[src/hdl/rv_isa_pkg.sv]
package rv_isa_pkg;

    localparam int word_width = 32;
    localparam int reg_addr_width = 5;

    // major opcodes, instruction bits 6:0
    typedef enum logic [6:0] {
        op_imm    = 7'b0010011,
        op_reg    = 7'b0110011,
        op_branch = 7'b1100011,
        op_jal    = 7'b1101111,
        op_jalr   = 7'b1100111,
        op_lui    = 7'b0110111,
        op_load   = 7'b0000011,
        op_store  = 7'b0100011,
        op_system = 7'b1110011
    } opcode_t;

    typedef enum logic [3:0] {
        alu_add,
        alu_sub,
        alu_sll,
        alu_srl,
        alu_sra,
        alu_xor,
        alu_and,
        alu_or,
        alu_slt,
        alu_sltu,
        alu_none
    } alu_op_t;

    // branch conditions in funct3
    localparam logic [2:0] f3_beq  = 3'b000;
    localparam logic [2:0] f3_bne  = 3'b001;
    localparam logic [2:0] f3_blt  = 3'b100;
    localparam logic [2:0] f3_bge  = 3'b101;
    localparam logic [2:0] f3_bltu = 3'b110;
    localparam logic [2:0] f3_bgeu = 3'b111;

    // integer ALU ops in funct3, shared by the imm and reg forms
    localparam logic [2:0] f3_add  = 3'b000;
    localparam logic [2:0] f3_sll  = 3'b001;
    localparam logic [2:0] f3_slt  = 3'b010;
    localparam logic [2:0] f3_sltu = 3'b011;
    localparam logic [2:0] f3_xor  = 3'b100;
    localparam logic [2:0] f3_srl  = 3'b101;
    localparam logic [2:0] f3_or   = 3'b110;
    localparam logic [2:0] f3_and  = 3'b111;

    // system immediate of ebreak
    localparam logic [word_width-1:0] halt_imm = 1;

    typedef struct packed {
        opcode_t                   opcode;
        logic [2:0]                funct3;
        logic [reg_addr_width-1:0] rd;
        logic [reg_addr_width-1:0] rs1;
        logic [reg_addr_width-1:0] rs2;
        logic [word_width-1:0]     imm;
        alu_op_t                   alu_op;
        logic                      is_halt;
    } decoded_inst_t;

endpackage

[src/hdl/core_pkg.sv]
package core_pkg;

    // one instruction walks fetch, fetch2, decode, execute, then retire
    // loads and stores take a detour between execute and retire
    typedef enum logic [3:0] {
        st_init,
        st_fetch,
        st_fetch2,
        st_decode,
        st_execute,
        st_load,
        st_load2,
        st_store,
        st_retire,
        st_halted
    } core_state_t;

    // register write-back, applied one edge after it is registered
    typedef struct packed {
        logic                                  enable;
        logic [rv_isa_pkg::reg_addr_width-1:0] addr;
        logic [rv_isa_pkg::word_width-1:0]     data;
    } reg_write_t;

endpackage

[src/hdl/core_control.sv]
`timescale 1ns/100ps

module core_control #(
    parameter int address_width = 16
) (
    input  logic                              clock,
    input  logic                              reset_n,
    input  logic                              run,
    input  rv_isa_pkg::decoded_inst_t         dec,
    input  logic [rv_isa_pkg::word_width-1:0] alu_result,
    input  logic                              branch_taken,
    input  logic [rv_isa_pkg::word_width-1:0] rs2_value,
    input  logic [rv_isa_pkg::word_width-1:0] inst_ram_read_result,
    input  logic [rv_isa_pkg::word_width-1:0] data_ram_read_result,
    output logic [rv_isa_pkg::word_width-1:0] inst_word,
    output logic [rv_isa_pkg::word_width-1:0] pc,
    output core_pkg::reg_write_t              wb,
    output logic                              halted,
    output logic [address_width-1:0]          inst_ram_address,
    output logic [address_width-1:0]          data_ram_address,
    output logic [rv_isa_pkg::word_width-1:0] data_ram_write_data,
    output logic                              data_ram_write
);

    core_pkg::core_state_t             state;
    logic [rv_isa_pkg::word_width-1:0] pc_plus4;
    logic                              is_jump;
    logic                              has_rd;

    assign pc_plus4 = pc + rv_isa_pkg::word_width'(4);
    assign is_jump  = (dec.opcode == rv_isa_pkg::op_jal) ||
                      (dec.opcode == rv_isa_pkg::op_jalr);

    // opcodes that write rd
    always_comb begin
        case (dec.opcode)
            rv_isa_pkg::op_imm,
            rv_isa_pkg::op_reg,
            rv_isa_pkg::op_lui,
            rv_isa_pkg::op_jal,
            rv_isa_pkg::op_jalr,
            rv_isa_pkg::op_load: has_rd = 1'b1;
            default:             has_rd = 1'b0;
        endcase
    end

    always_ff @(posedge clock) begin
        if (!reset_n) begin
            state          <= core_pkg::st_init;
            pc             <= '0;
            halted         <= 1'b0;
            data_ram_write <= 1'b0;
            wb.enable      <= 1'b0;
        end else if (run) begin
            case (state)
                core_pkg::st_init: begin
                    pc    <= '0;
                    state <= core_pkg::st_fetch;
                end
                core_pkg::st_fetch: begin
                    // last retire's write lands on this edge
                    wb.enable        <= 1'b0;
                    inst_ram_address <= pc[address_width-1:0];
                    state            <= core_pkg::st_fetch2;
                end
                core_pkg::st_fetch2: begin
                    state <= core_pkg::st_decode;
                end
                core_pkg::st_decode: begin
                    inst_word <= inst_ram_read_result;
                    state     <= core_pkg::st_execute;
                end
                core_pkg::st_execute: begin
                    if (dec.is_halt) begin
                        halted <= 1'b1;
                        state  <= core_pkg::st_halted;
                    end else if (dec.opcode == rv_isa_pkg::op_load) begin
                        state <= core_pkg::st_load;
                    end else if (dec.opcode == rv_isa_pkg::op_store) begin
                        state <= core_pkg::st_store;
                    end else begin
                        state <= core_pkg::st_retire;
                    end
                end
                core_pkg::st_load: begin
                    data_ram_address <= alu_result[address_width-1:0];
                    state            <= core_pkg::st_load2;
                end
                core_pkg::st_load2: begin
                    // RAM output settles here, sampled in retire
                    state <= core_pkg::st_retire;
                end
                core_pkg::st_store: begin
                    data_ram_address    <= alu_result[address_width-1:0];
                    data_ram_write_data <= rs2_value;
                    data_ram_write      <= 1'b1;
                    state               <= core_pkg::st_retire;
                end
                core_pkg::st_retire: begin
                    data_ram_write <= 1'b0;
                    wb.enable      <= has_rd && (dec.rd != '0);
                    wb.addr        <= dec.rd;
                    if (is_jump) begin
                        wb.data <= pc_plus4;
                    end else if (dec.opcode == rv_isa_pkg::op_load) begin
                        wb.data <= data_ram_read_result;
                    end else begin
                        wb.data <= alu_result;
                    end
                    // jalr targets may be odd, bit 0 is dropped
                    if (is_jump) begin
                        pc <= {alu_result[rv_isa_pkg::word_width-1:1], 1'b0};
                    end else if (branch_taken) begin
                        pc <= alu_result;
                    end else begin
                        pc <= pc_plus4;
                    end
                    state <= core_pkg::st_fetch;
                end
                core_pkg::st_halted: begin
                    state <= core_pkg::st_halted;
                end
                default: begin
                    state <= core_pkg::st_init;
                end
            endcase
        end
    end

endmodule

[src/hdl/execute_unit.sv]
`timescale 1ns/100ps

module execute_unit (
    input  rv_isa_pkg::decoded_inst_t         dec,
    input  logic [rv_isa_pkg::word_width-1:0] rs1_value,
    input  logic [rv_isa_pkg::word_width-1:0] rs2_value,
    input  logic [rv_isa_pkg::word_width-1:0] pc,
    output logic [rv_isa_pkg::word_width-1:0] alu_result,
    output logic                              branch_taken
);

    logic [rv_isa_pkg::word_width-1:0] op_a;
    logic [rv_isa_pkg::word_width-1:0] op_b;
    logic                              is_shift;
    logic                              condition;

    assign is_shift = (dec.alu_op == rv_isa_pkg::alu_sll) ||
                      (dec.alu_op == rv_isa_pkg::alu_srl) ||
                      (dec.alu_op == rv_isa_pkg::alu_sra);

    // pc based targets for jal and branches, lui adds its immediate to zero
    always_comb begin
        case (dec.opcode)
            rv_isa_pkg::op_jal,
            rv_isa_pkg::op_branch: op_a = pc;
            rv_isa_pkg::op_lui:    op_a = '0;
            default:               op_a = rs1_value;
        endcase
    end

    // shift amounts are only the low five bits
    always_comb begin
        if (dec.opcode == rv_isa_pkg::op_reg) begin
            op_b = is_shift ? {27'b0, rs2_value[4:0]} : rs2_value;
        end else begin
            op_b = is_shift ? {27'b0, dec.imm[4:0]} : dec.imm;
        end
    end

    always_comb begin
        alu_result = '0;
        case (dec.alu_op)
            rv_isa_pkg::alu_add:  alu_result = op_a + op_b;
            rv_isa_pkg::alu_sub:  alu_result = op_a - op_b;
            rv_isa_pkg::alu_sll:  alu_result = op_a << op_b;
            rv_isa_pkg::alu_srl:  alu_result = op_a >> op_b;
            rv_isa_pkg::alu_sra:  alu_result = $signed(op_a) >>> op_b;
            rv_isa_pkg::alu_xor:  alu_result = op_a ^ op_b;
            rv_isa_pkg::alu_and:  alu_result = op_a & op_b;
            rv_isa_pkg::alu_or:   alu_result = op_a | op_b;
            rv_isa_pkg::alu_slt:  alu_result[0] = $signed(op_a) < $signed(op_b);
            rv_isa_pkg::alu_sltu: alu_result[0] = op_a < op_b;
            default:              alu_result = '0;
        endcase
    end

    // branch compare works on the registers, the ALU builds the target
    always_comb begin
        case (dec.funct3)
            rv_isa_pkg::f3_beq:  condition = (rs1_value == rs2_value);
            rv_isa_pkg::f3_bne:  condition = (rs1_value != rs2_value);
            rv_isa_pkg::f3_blt:  condition = $signed(rs1_value) < $signed(rs2_value);
            rv_isa_pkg::f3_bge:  condition = $signed(rs1_value) >= $signed(rs2_value);
            rv_isa_pkg::f3_bltu: condition = rs1_value < rs2_value;
            rv_isa_pkg::f3_bgeu: condition = rs1_value >= rs2_value;
            default:             condition = 1'b0;
        endcase
    end

    assign branch_taken = (dec.opcode == rv_isa_pkg::op_branch) && condition;

endmodule

[src/hdl/inst_decoder.sv]
`timescale 1ns/100ps

module inst_decoder (
    input  logic [rv_isa_pkg::word_width-1:0] inst_word,
    output rv_isa_pkg::decoded_inst_t         dec
);

    logic [rv_isa_pkg::word_width-1:0] imm_i;
    logic [rv_isa_pkg::word_width-1:0] imm_s;
    logic [rv_isa_pkg::word_width-1:0] imm_b;
    logic [rv_isa_pkg::word_width-1:0] imm_u;
    logic [rv_isa_pkg::word_width-1:0] imm_j;
    rv_isa_pkg::opcode_t               opcode;
    rv_isa_pkg::alu_op_t               int_op;
    logic                              alt;

    assign opcode = rv_isa_pkg::opcode_t'(inst_word[6:0]);
    // bit 30 selects sub and sra
    assign alt = inst_word[30];

    // immediates for every format, sign bit always in bit 31
    assign imm_i = {{20{inst_word[31]}}, inst_word[31:20]};
    assign imm_s = {{20{inst_word[31]}}, inst_word[31:25], inst_word[11:7]};
    assign imm_b = {{19{inst_word[31]}}, inst_word[31], inst_word[7],
                    inst_word[30:25], inst_word[11:8], 1'b0};
    assign imm_u = {inst_word[31:12], 12'b0};
    assign imm_j = {{11{inst_word[31]}}, inst_word[31], inst_word[19:12],
                    inst_word[20], inst_word[30:21], 1'b0};

    // funct3 to ALU op, sub only exists in the register form
    always_comb begin
        case (inst_word[14:12])
            rv_isa_pkg::f3_add:  int_op = (opcode == rv_isa_pkg::op_reg && alt) ?
                                          rv_isa_pkg::alu_sub : rv_isa_pkg::alu_add;
            rv_isa_pkg::f3_sll:  int_op = rv_isa_pkg::alu_sll;
            rv_isa_pkg::f3_slt:  int_op = rv_isa_pkg::alu_slt;
            rv_isa_pkg::f3_sltu: int_op = rv_isa_pkg::alu_sltu;
            rv_isa_pkg::f3_xor:  int_op = rv_isa_pkg::alu_xor;
            rv_isa_pkg::f3_srl:  int_op = alt ? rv_isa_pkg::alu_sra : rv_isa_pkg::alu_srl;
            rv_isa_pkg::f3_or:   int_op = rv_isa_pkg::alu_or;
            default:             int_op = rv_isa_pkg::alu_and;
        endcase
    end

    always_comb begin
        dec.opcode  = opcode;
        dec.funct3  = inst_word[14:12];
        dec.rd      = inst_word[11:7];
        dec.rs1     = inst_word[19:15];
        dec.rs2     = inst_word[24:20];
        dec.imm     = imm_i;
        dec.alu_op  = rv_isa_pkg::alu_add;
        dec.is_halt = 1'b0;
        case (opcode)
            rv_isa_pkg::op_imm,
            rv_isa_pkg::op_reg:    dec.alu_op = int_op;
            rv_isa_pkg::op_store:  dec.imm = imm_s;
            rv_isa_pkg::op_branch: dec.imm = imm_b;
            rv_isa_pkg::op_lui:    dec.imm = imm_u;
            rv_isa_pkg::op_jal:    dec.imm = imm_j;
            rv_isa_pkg::op_jalr,
            rv_isa_pkg::op_load:   dec.imm = imm_i;
            rv_isa_pkg::op_system: begin
                dec.alu_op  = rv_isa_pkg::alu_none;
                dec.is_halt = (imm_i == rv_isa_pkg::halt_imm);
            end
            // anything else retires as a no-op
            default:               dec.alu_op = rv_isa_pkg::alu_none;
        endcase
    end

endmodule

[src/hdl/register_file.sv]
`timescale 1ns/100ps

module register_file (
    input  logic                                  clock,
    input  logic                                  reset_n,
    input  logic [rv_isa_pkg::reg_addr_width-1:0] rs1_addr,
    input  logic [rv_isa_pkg::reg_addr_width-1:0] rs2_addr,
    output logic [rv_isa_pkg::word_width-1:0]     rs1_value,
    output logic [rv_isa_pkg::word_width-1:0]     rs2_value,
    input  core_pkg::reg_write_t                  wb
);

    // x0 has no storage
    logic [rv_isa_pkg::word_width-1:0] regs [1:31];

    always_ff @(posedge clock) begin
        if (!reset_n) begin
            // every program starts from a zeroed bank
            for (int i = 1; i < 32; i++) begin
                regs[i] <= '0;
            end
        end else if (wb.enable && wb.addr != '0) begin
            regs[wb.addr] <= wb.data;
        end
    end

    assign rs1_value = (rs1_addr == '0) ? '0 : regs[rs1_addr];
    assign rs2_value = (rs2_addr == '0) ? '0 : regs[rs2_addr];

endmodule

[src/hdl/shader_core.sv]
`timescale 1ns/100ps

module shader_core #(
    parameter int address_width = 16
) (
    input  logic                              clock,
    input  logic                              reset_n,
    input  logic                              run,
    input  logic [rv_isa_pkg::word_width-1:0] inst_ram_read_result,
    input  logic [rv_isa_pkg::word_width-1:0] data_ram_read_result,
    output logic                              halted,
    output logic [address_width-1:0]          inst_ram_address,
    output logic [address_width-1:0]          data_ram_address,
    output logic [rv_isa_pkg::word_width-1:0] data_ram_write_data,
    output logic                              data_ram_write
);

    logic [rv_isa_pkg::word_width-1:0] inst_word;
    logic [rv_isa_pkg::word_width-1:0] pc;
    logic [rv_isa_pkg::word_width-1:0] rs1_value;
    logic [rv_isa_pkg::word_width-1:0] rs2_value;
    logic [rv_isa_pkg::word_width-1:0] alu_result;
    logic                              branch_taken;
    rv_isa_pkg::decoded_inst_t         dec;
    core_pkg::reg_write_t              wb;

    core_control #(
        .address_width(address_width)
    ) control_i (
        .clock               (clock),
        .reset_n             (reset_n),
        .run                 (run),
        .dec                 (dec),
        .alu_result          (alu_result),
        .branch_taken        (branch_taken),
        .rs2_value           (rs2_value),
        .inst_ram_read_result(inst_ram_read_result),
        .data_ram_read_result(data_ram_read_result),
        .inst_word           (inst_word),
        .pc                  (pc),
        .wb                  (wb),
        .halted              (halted),
        .inst_ram_address    (inst_ram_address),
        .data_ram_address    (data_ram_address),
        .data_ram_write_data (data_ram_write_data),
        .data_ram_write      (data_ram_write)
    );

    inst_decoder decoder_i (
        .inst_word(inst_word),
        .dec      (dec)
    );

    register_file regs_i (
        .clock    (clock),
        .reset_n  (reset_n),
        .rs1_addr (dec.rs1),
        .rs2_addr (dec.rs2),
        .rs1_value(rs1_value),
        .rs2_value(rs2_value),
        .wb       (wb)
    );

    execute_unit exec_i (
        .dec         (dec),
        .rs1_value   (rs1_value),
        .rs2_value   (rs2_value),
        .pc          (pc),
        .alu_result  (alu_result),
        .branch_taken(branch_taken)
    );

endmodule

[config.mk]
export PLATFORM = sky130hd
export DESIGN_NAME = shader_core
export DESIGN_NICKNAME = d
export VERILOG_FILES = /design/src/hdl/rv_isa_pkg.sv /design/src/hdl/core_pkg.sv /design/src/hdl/core_control.sv /design/src/hdl/execute_unit.sv /design/src/hdl/inst_decoder.sv /design/src/hdl/register_file.sv /design/src/hdl/shader_core.sv
export SDC_FILE = /design/constraint.sdc
export NUM_CORES = 2
export LEC_CHECK = 0
export BUFFER_PORTS_ARGS = -buffer_cell sky130_fd_sc_hd__buf_2
export CELL_PAD_IN_SITES_DETAIL_PLACEMENT = 1
export CELL_PAD_IN_SITES_GLOBAL_PLACEMENT = 2
export CORE_MARGIN = 5
export CORE_UTILIZATION = 48
export DETAILED_ROUTE_END_ITERATION = 6
export PLACE_DENSITY_LB_ADDON = 0.1
export SKIP_LAST_GASP = 1
export SLEW_MARGIN = 20
export SYNTH_ARGS = -nofsm -noshare
export SYNTH_HDL_FRONTEND = slang
export SYNTH_SLANG_ARGS = --single-unit
[constraint.sdc]
create_clock -name clock -period 10.38 [get_ports clock]
set_clock_uncertainty 0.1 [all_clocks]
set_input_delay 0.519 -clock clock [delete_from_list [all_inputs] [get_ports clock]]
set_output_delay 0.519 -clock clock [all_outputs]
set_load 0.02 [all_outputs]
After elaboration in Yosys (flattened, before gate mapping)
Memories as Yosys holds them, arrays and structs flattened. A register that Yosys moved wholly into a read port is not among the register bits. Cells that the tools add are included.

Output and inout bits: 66. RAM bits: 992. Bits of input ports: 67. Memories kept: 1. Word-level logic and storage cells: 134. Flip-flop bits (word level): 172.

Shifts and indexed selects: 3. Equal/unequal tests: 37. Add/subtract/negate cells: 3. Bitwise gates (word level): 3. Reduce and logical (&&, ||, !) cells: 34. Multiplexer cells: 36. Order comparisons: 6.

Memories: regs_i.regs (depth 31, width 32, rd ports 2, clocked after memory_dff 2, wr ports 31, RTL line register_file.sv:14) `logic [rv_isa_pkg::word_width-1:0] regs [1:31];`.

Operators with widths (count): two-way mux 32 bit (10); case mux 31 bit (8 select lines) (1); less-than comparator 32 bit (4); case mux 32 bit (2 select lines) (2); case mux 31 bit (4 select lines) (1); greater-or-equal comparator 32 bit (2); adder 32 x 3 -> 32 bit, second input constant (1); adder 32 bit (1); bitwise AND 32 bit (1); == test 32 x 1 -> 1 bit, second input constant (1); == test 32 bit (1); == test 4 x 3 -> 1 bit, second input constant (8); != test 32 bit (1); bitwise OR 32 bit (1); case mux 4 bit (8 select lines) (1); OR reduction 32 bit (1); left shift 32 x 32 -> 32 bit (1); >> shifter 32 x 32 -> 32 bit (1); >>> shifter 32 x 32 -> 32 bit (1); subtractor 32 bit (1); bitwise XOR 32 bit (1); == test 7 bit, second input constant (4); case mux 4 bit (7 select lines) (1); == test 7 x 6 -> 1 bit, second input constant (3); other kinds (27) (72).

Depth between registers and ports, before layout
Word-level depth: 15. Gate-level depth with buffers: 28. Depth with buffers taken out: 22.

Cells and area by module
Synthesis repeated with hierarchy kept, for this count alone.

Cell total of the unflattened synthesis: 6214. Area, all modules: 75001.9 µm².

Modules (own cells, without submodules): register_file (area an instance 54214.5 µm², sequential area each 30749.5 µm², cells an instance 3505, times used 1); execute_unit (area an instance 12697.2 µm², sequential area each 0.0 µm², cells an instance 2015, times used 1); core_control (area an instance 7332.0 µm², sequential area each 4774.6 µm², cells an instance 589, times used 1); inst_decoder (area an instance 758.2 µm², sequential area each 0.0 µm², cells an instance 105, times used 1).

Worst setup path before layout
Ideal clock, no wire load.

Kind: reg-to-reg. Start: reg with a tool-made name. End: reg control_i.wb[28] (netlist name). Library setup time: 0.259 ns. Slack: 4.424 ns. Path buffers: 7. Arrival time: 5.597 ns. Data required time: 10.021 ns. Period minus slack after synthesis: 5.956 ns. Stages on the path, launching flop included: 24. Cells stage by stage: dfxtp_1 > buf_4 > buf_2 > buf_2 > buf_1 > mux4_2 > mux4_2 > mux2i_1 > o22a_1 > buf_2 > buf_2 > buf_1 > ha_1 > inv_1 > o221ai_1 > a221oi_1 > o211ai_1 > a21oi_1 > nor4_1 > o41ai_1 > a21oi_1 > a22oi_1 > nor2_1 > o31a_1.

==> impl_metrics.toml <==
[synthesis]
synth_most_common_cell = "edfxtp_1"
ys_types = 124
synth_xor_area_share_pct = 0.452
synth_area_leader_cell = "edfxtp_1"
synth_top_family_by_area = "multiplexers"
synthAdderAreaFrac_pct = 2.25
synthTopCellsByCount = "edfxtp_1 (1157), and2_1 (1033), mux4_2 (410), mux2i_1 (384), clkbuf_1 (361)"
synth_compound_area_share_pct = 12.1
async_flop_share_pct = 0
synthCells = 6372
synth_ff_type = "edfxtp_1"
synth-simple-area-share_pct = 15.6
seq_area_frac_synth_pct = 47.2
ys_ff_latch = 1206
muxShareOfSynthArea_pct = 17.7
synth.avg_cell_area_sq_um = 11.9
yosysWarnings = 0
synthesis.area_sq_um = 75600
synth_edf_count = 1157
yosys-top-cells-area = "edfxtp_1 (46%), mux4_2 (12%), and2_1 (8.5%)"
synth_top_area_share_pct = 45.9

[critical_path]
cp-start-kind = "flip-flop"
crit_family = "compound AO/OA/AOI/OAI gates"
worst_path_max_delay_cell = "dfxtp_4"
endpoint_kind = "flip-flop"
cp.required_ns = 10.99
critPathKind = "flip-flop to flip-flop"
crit_fanout = 62
path_cells = "buf_12, mux4_2, a22oi_1, nand4_1, nand2_1, ha_1, nand4_1, nor2_1, a21oi_1, o21ai_0, nor3_1, mux2i_1, a211oi_1, a21o_1, nand2_1, o221ai_1"
arrival_ns = 9.36
slowest_delay_ns = 0.99
path_buf_inv = 1

[global_route]
overflow = 0
grt_max_degree = 77
first_global_vias = 61046
antenna_found_initial = 42
grtUsageTotal_pct = 43.0
grt_pass1_wl_microns = 496000

[placed_design]
dp_cells = 8279
dp_slack_ns = 2.10
placed_area_sq_um = 79000
gp_routability_congestion = 1.05
dpl.hpwl_microns = 258000
portBuffers = 132

[timing]
rsz0062_at_grt = "false"
worst_slew_pin_slew_ns = 1.35
finalSetupViolations = 0
slew_headroom_pct = 9.72
fin_ws_ns = 1.63
period_share_pct = 84.3
whs_ns = 0.0562
fin_crit_ns = 8.75
maxSlewViolCount = 0
finalHoldViolations = 0
fin_tns_setup_ns = 0
clock.fmax_mhz = 114

[routing]
drtPass1Iterations = 6
drc = 0
viasPerCell = 7.34
ant_nets = 0
post_drt_wl_per_cell_microns = 42.3
wirelength_microns = 364000
vias = 63170
drtIter0Drc = 10651

[floorplan]
fp.dieH_microns = 407
die_area_sq_um = 166000
initial_core_util_pct = 48.4
die_w_microns = 407
row_count = 145
core_sq_um = 156000
ios = 133

[power_and_ir_drop]
p_leak_nw = 31.4
power.total_mw = 11.5
irDropWorstVdd_mv = 0.160
power_density_nw_per_um2 = 137

[clocking]
cts_tree = "done"
cts_buffers = 142
clkLatencyLatePin_ns = 0.81
clkSlewWorstSetupHoldPaths_ns = 0.06
clock_path_buffers = 3
ctsHtreeMaxLevel = 4
clock_sinks = 1206
clockRootBuffer = "clkbuf_16"

[run]
max_cap_viol_count = 0

[layout]
nets = 6614
n_fill_cell = 15875
seq_area_sq_um = 35800
syn_to_final_growth_pct = 11.3
multi_input_area_sq_um = 37300
stdcell_count = 8605
final_util_pct = 53.8
drive_above_1_share_pct = 19.3
final_cell_area_sq_um = 84200

[status]
status = "completed"

[min_path]
hold_class = "input pin to flip-flop"
## cell usage in the layout, fill, tap and decap left out, types with 33 or more instances in the layout
cell type and instances:
clkbuf_16 144, a31oi_1 47, a211oi_1 44, buf_4 258, mux2i_1 384, clkinv_1 33, a22o_1 73, nand3_1 118
o21ai_0 162, and2_1 1033, nor2b_1 34, a21o_1 35, a21oi_1 207, nand4_1 45, nor2_1 226, dlygate4sd3_1 37
mux4_2 410, inv_1 140, o22ai_1 108, or3_1 34, nand2_1 340, buf_2 131, ha_1 133, dfxtp_1 39
a22oi_1 143, nor3_1 63, edfxtp_1 1157, o211ai_1 62
## state kept, by name, summed over array words and instances, names as in the netlist, named ones only
name and flops:
regs_i.regs 1024, control_i.data_ram_write_data 32, control_i.wb 38, control_i.data_ram_write 1
control_i.halted 1, control_i.inst_word 32, control_i.data_ram_address 16, control_i.state 4
control_i.inst_ram_address 16, control_i.pc 32
## layer usage
metal	global-route usage, %	up-vias	share of wire (%)
li1	-	24448	-
met1	59.3	32711	39
met2	59.9	5136	41
met3	15.6	855	14
met4	21.2	20	6.0
met5	0	-	0.12
## timing repair
item	4_1_cts	5_1_grt
gates resized for setup	0	0
hold buffers	37	0
hold endpoints to repair	51	0
buffers inserted	0	0
## final timing paths
path	from	endpoint	slack [ns]	depth (start not counted)
max reg2reg	flip-flop	control_i.pc[11]	1.63	16
max	flip-flop	control_i.pc[11]	1.63	16
min	run	control_i.state[0]	0.06	3
min reg2reg	control_i.inst_word[16]	flip-flop	0.40	2
## area by class of cell
cell class,count,area share (%)
multi-input cells,4462,44.3
flip-flops and latches,1206,42.5
clock buffers,173,4.41
repair buffers,451,4.04
well taps,2058,3.06
clock inverters,83,1.00
inverters,149,0.664
diodes,23,0.0684
## worst reg2reg max path: stages (launching register included)
cell and delay, ns:
dfxtp_4 0.99, buf_12 0.50, mux4_2 0.58, a22oi_1 0.75, nand4_1 0.63, nand2_1 0.49, ha_1 0.31, nand4_1 0.10
nor2_1 0.19, a21oi_1 0.57, o21ai_0 0.38, nor3_1 0.73, mux2i_1 0.17, a211oi_1 0.87, a21o_1 0.59, nand2_1 0.41
o221ai_1 0.31
## report_power, final
part           leakage (nW)  switching, mW  internal [mW]
combinational          17.0          0.628          0.309
clock                  2.21           2.21           2.82
sequential             12.2         0.0956           5.46
total                  31.4           2.93           8.59
## cell families (layout without fill, tap and decap cells)
| logic type | count (synthesis) | after routing |
|---|---|---|
| AND/OR/NAND/NOR | 2137 | 2137 |
| AO/OA/AOI/OAI | 1296 | 1296 |
| flip-flops | 1206 | 1206 |
| multiplexers | 823 | 823 |
| buffers and inverters | 735 | 856 |
| adder cells (fa/ha/maj) | 135 | 135 |
| XOR/XNOR | 39 | 39 |
| other | 1 | 55 |
No activity file was read; power rests on OpenSTA's default activity.
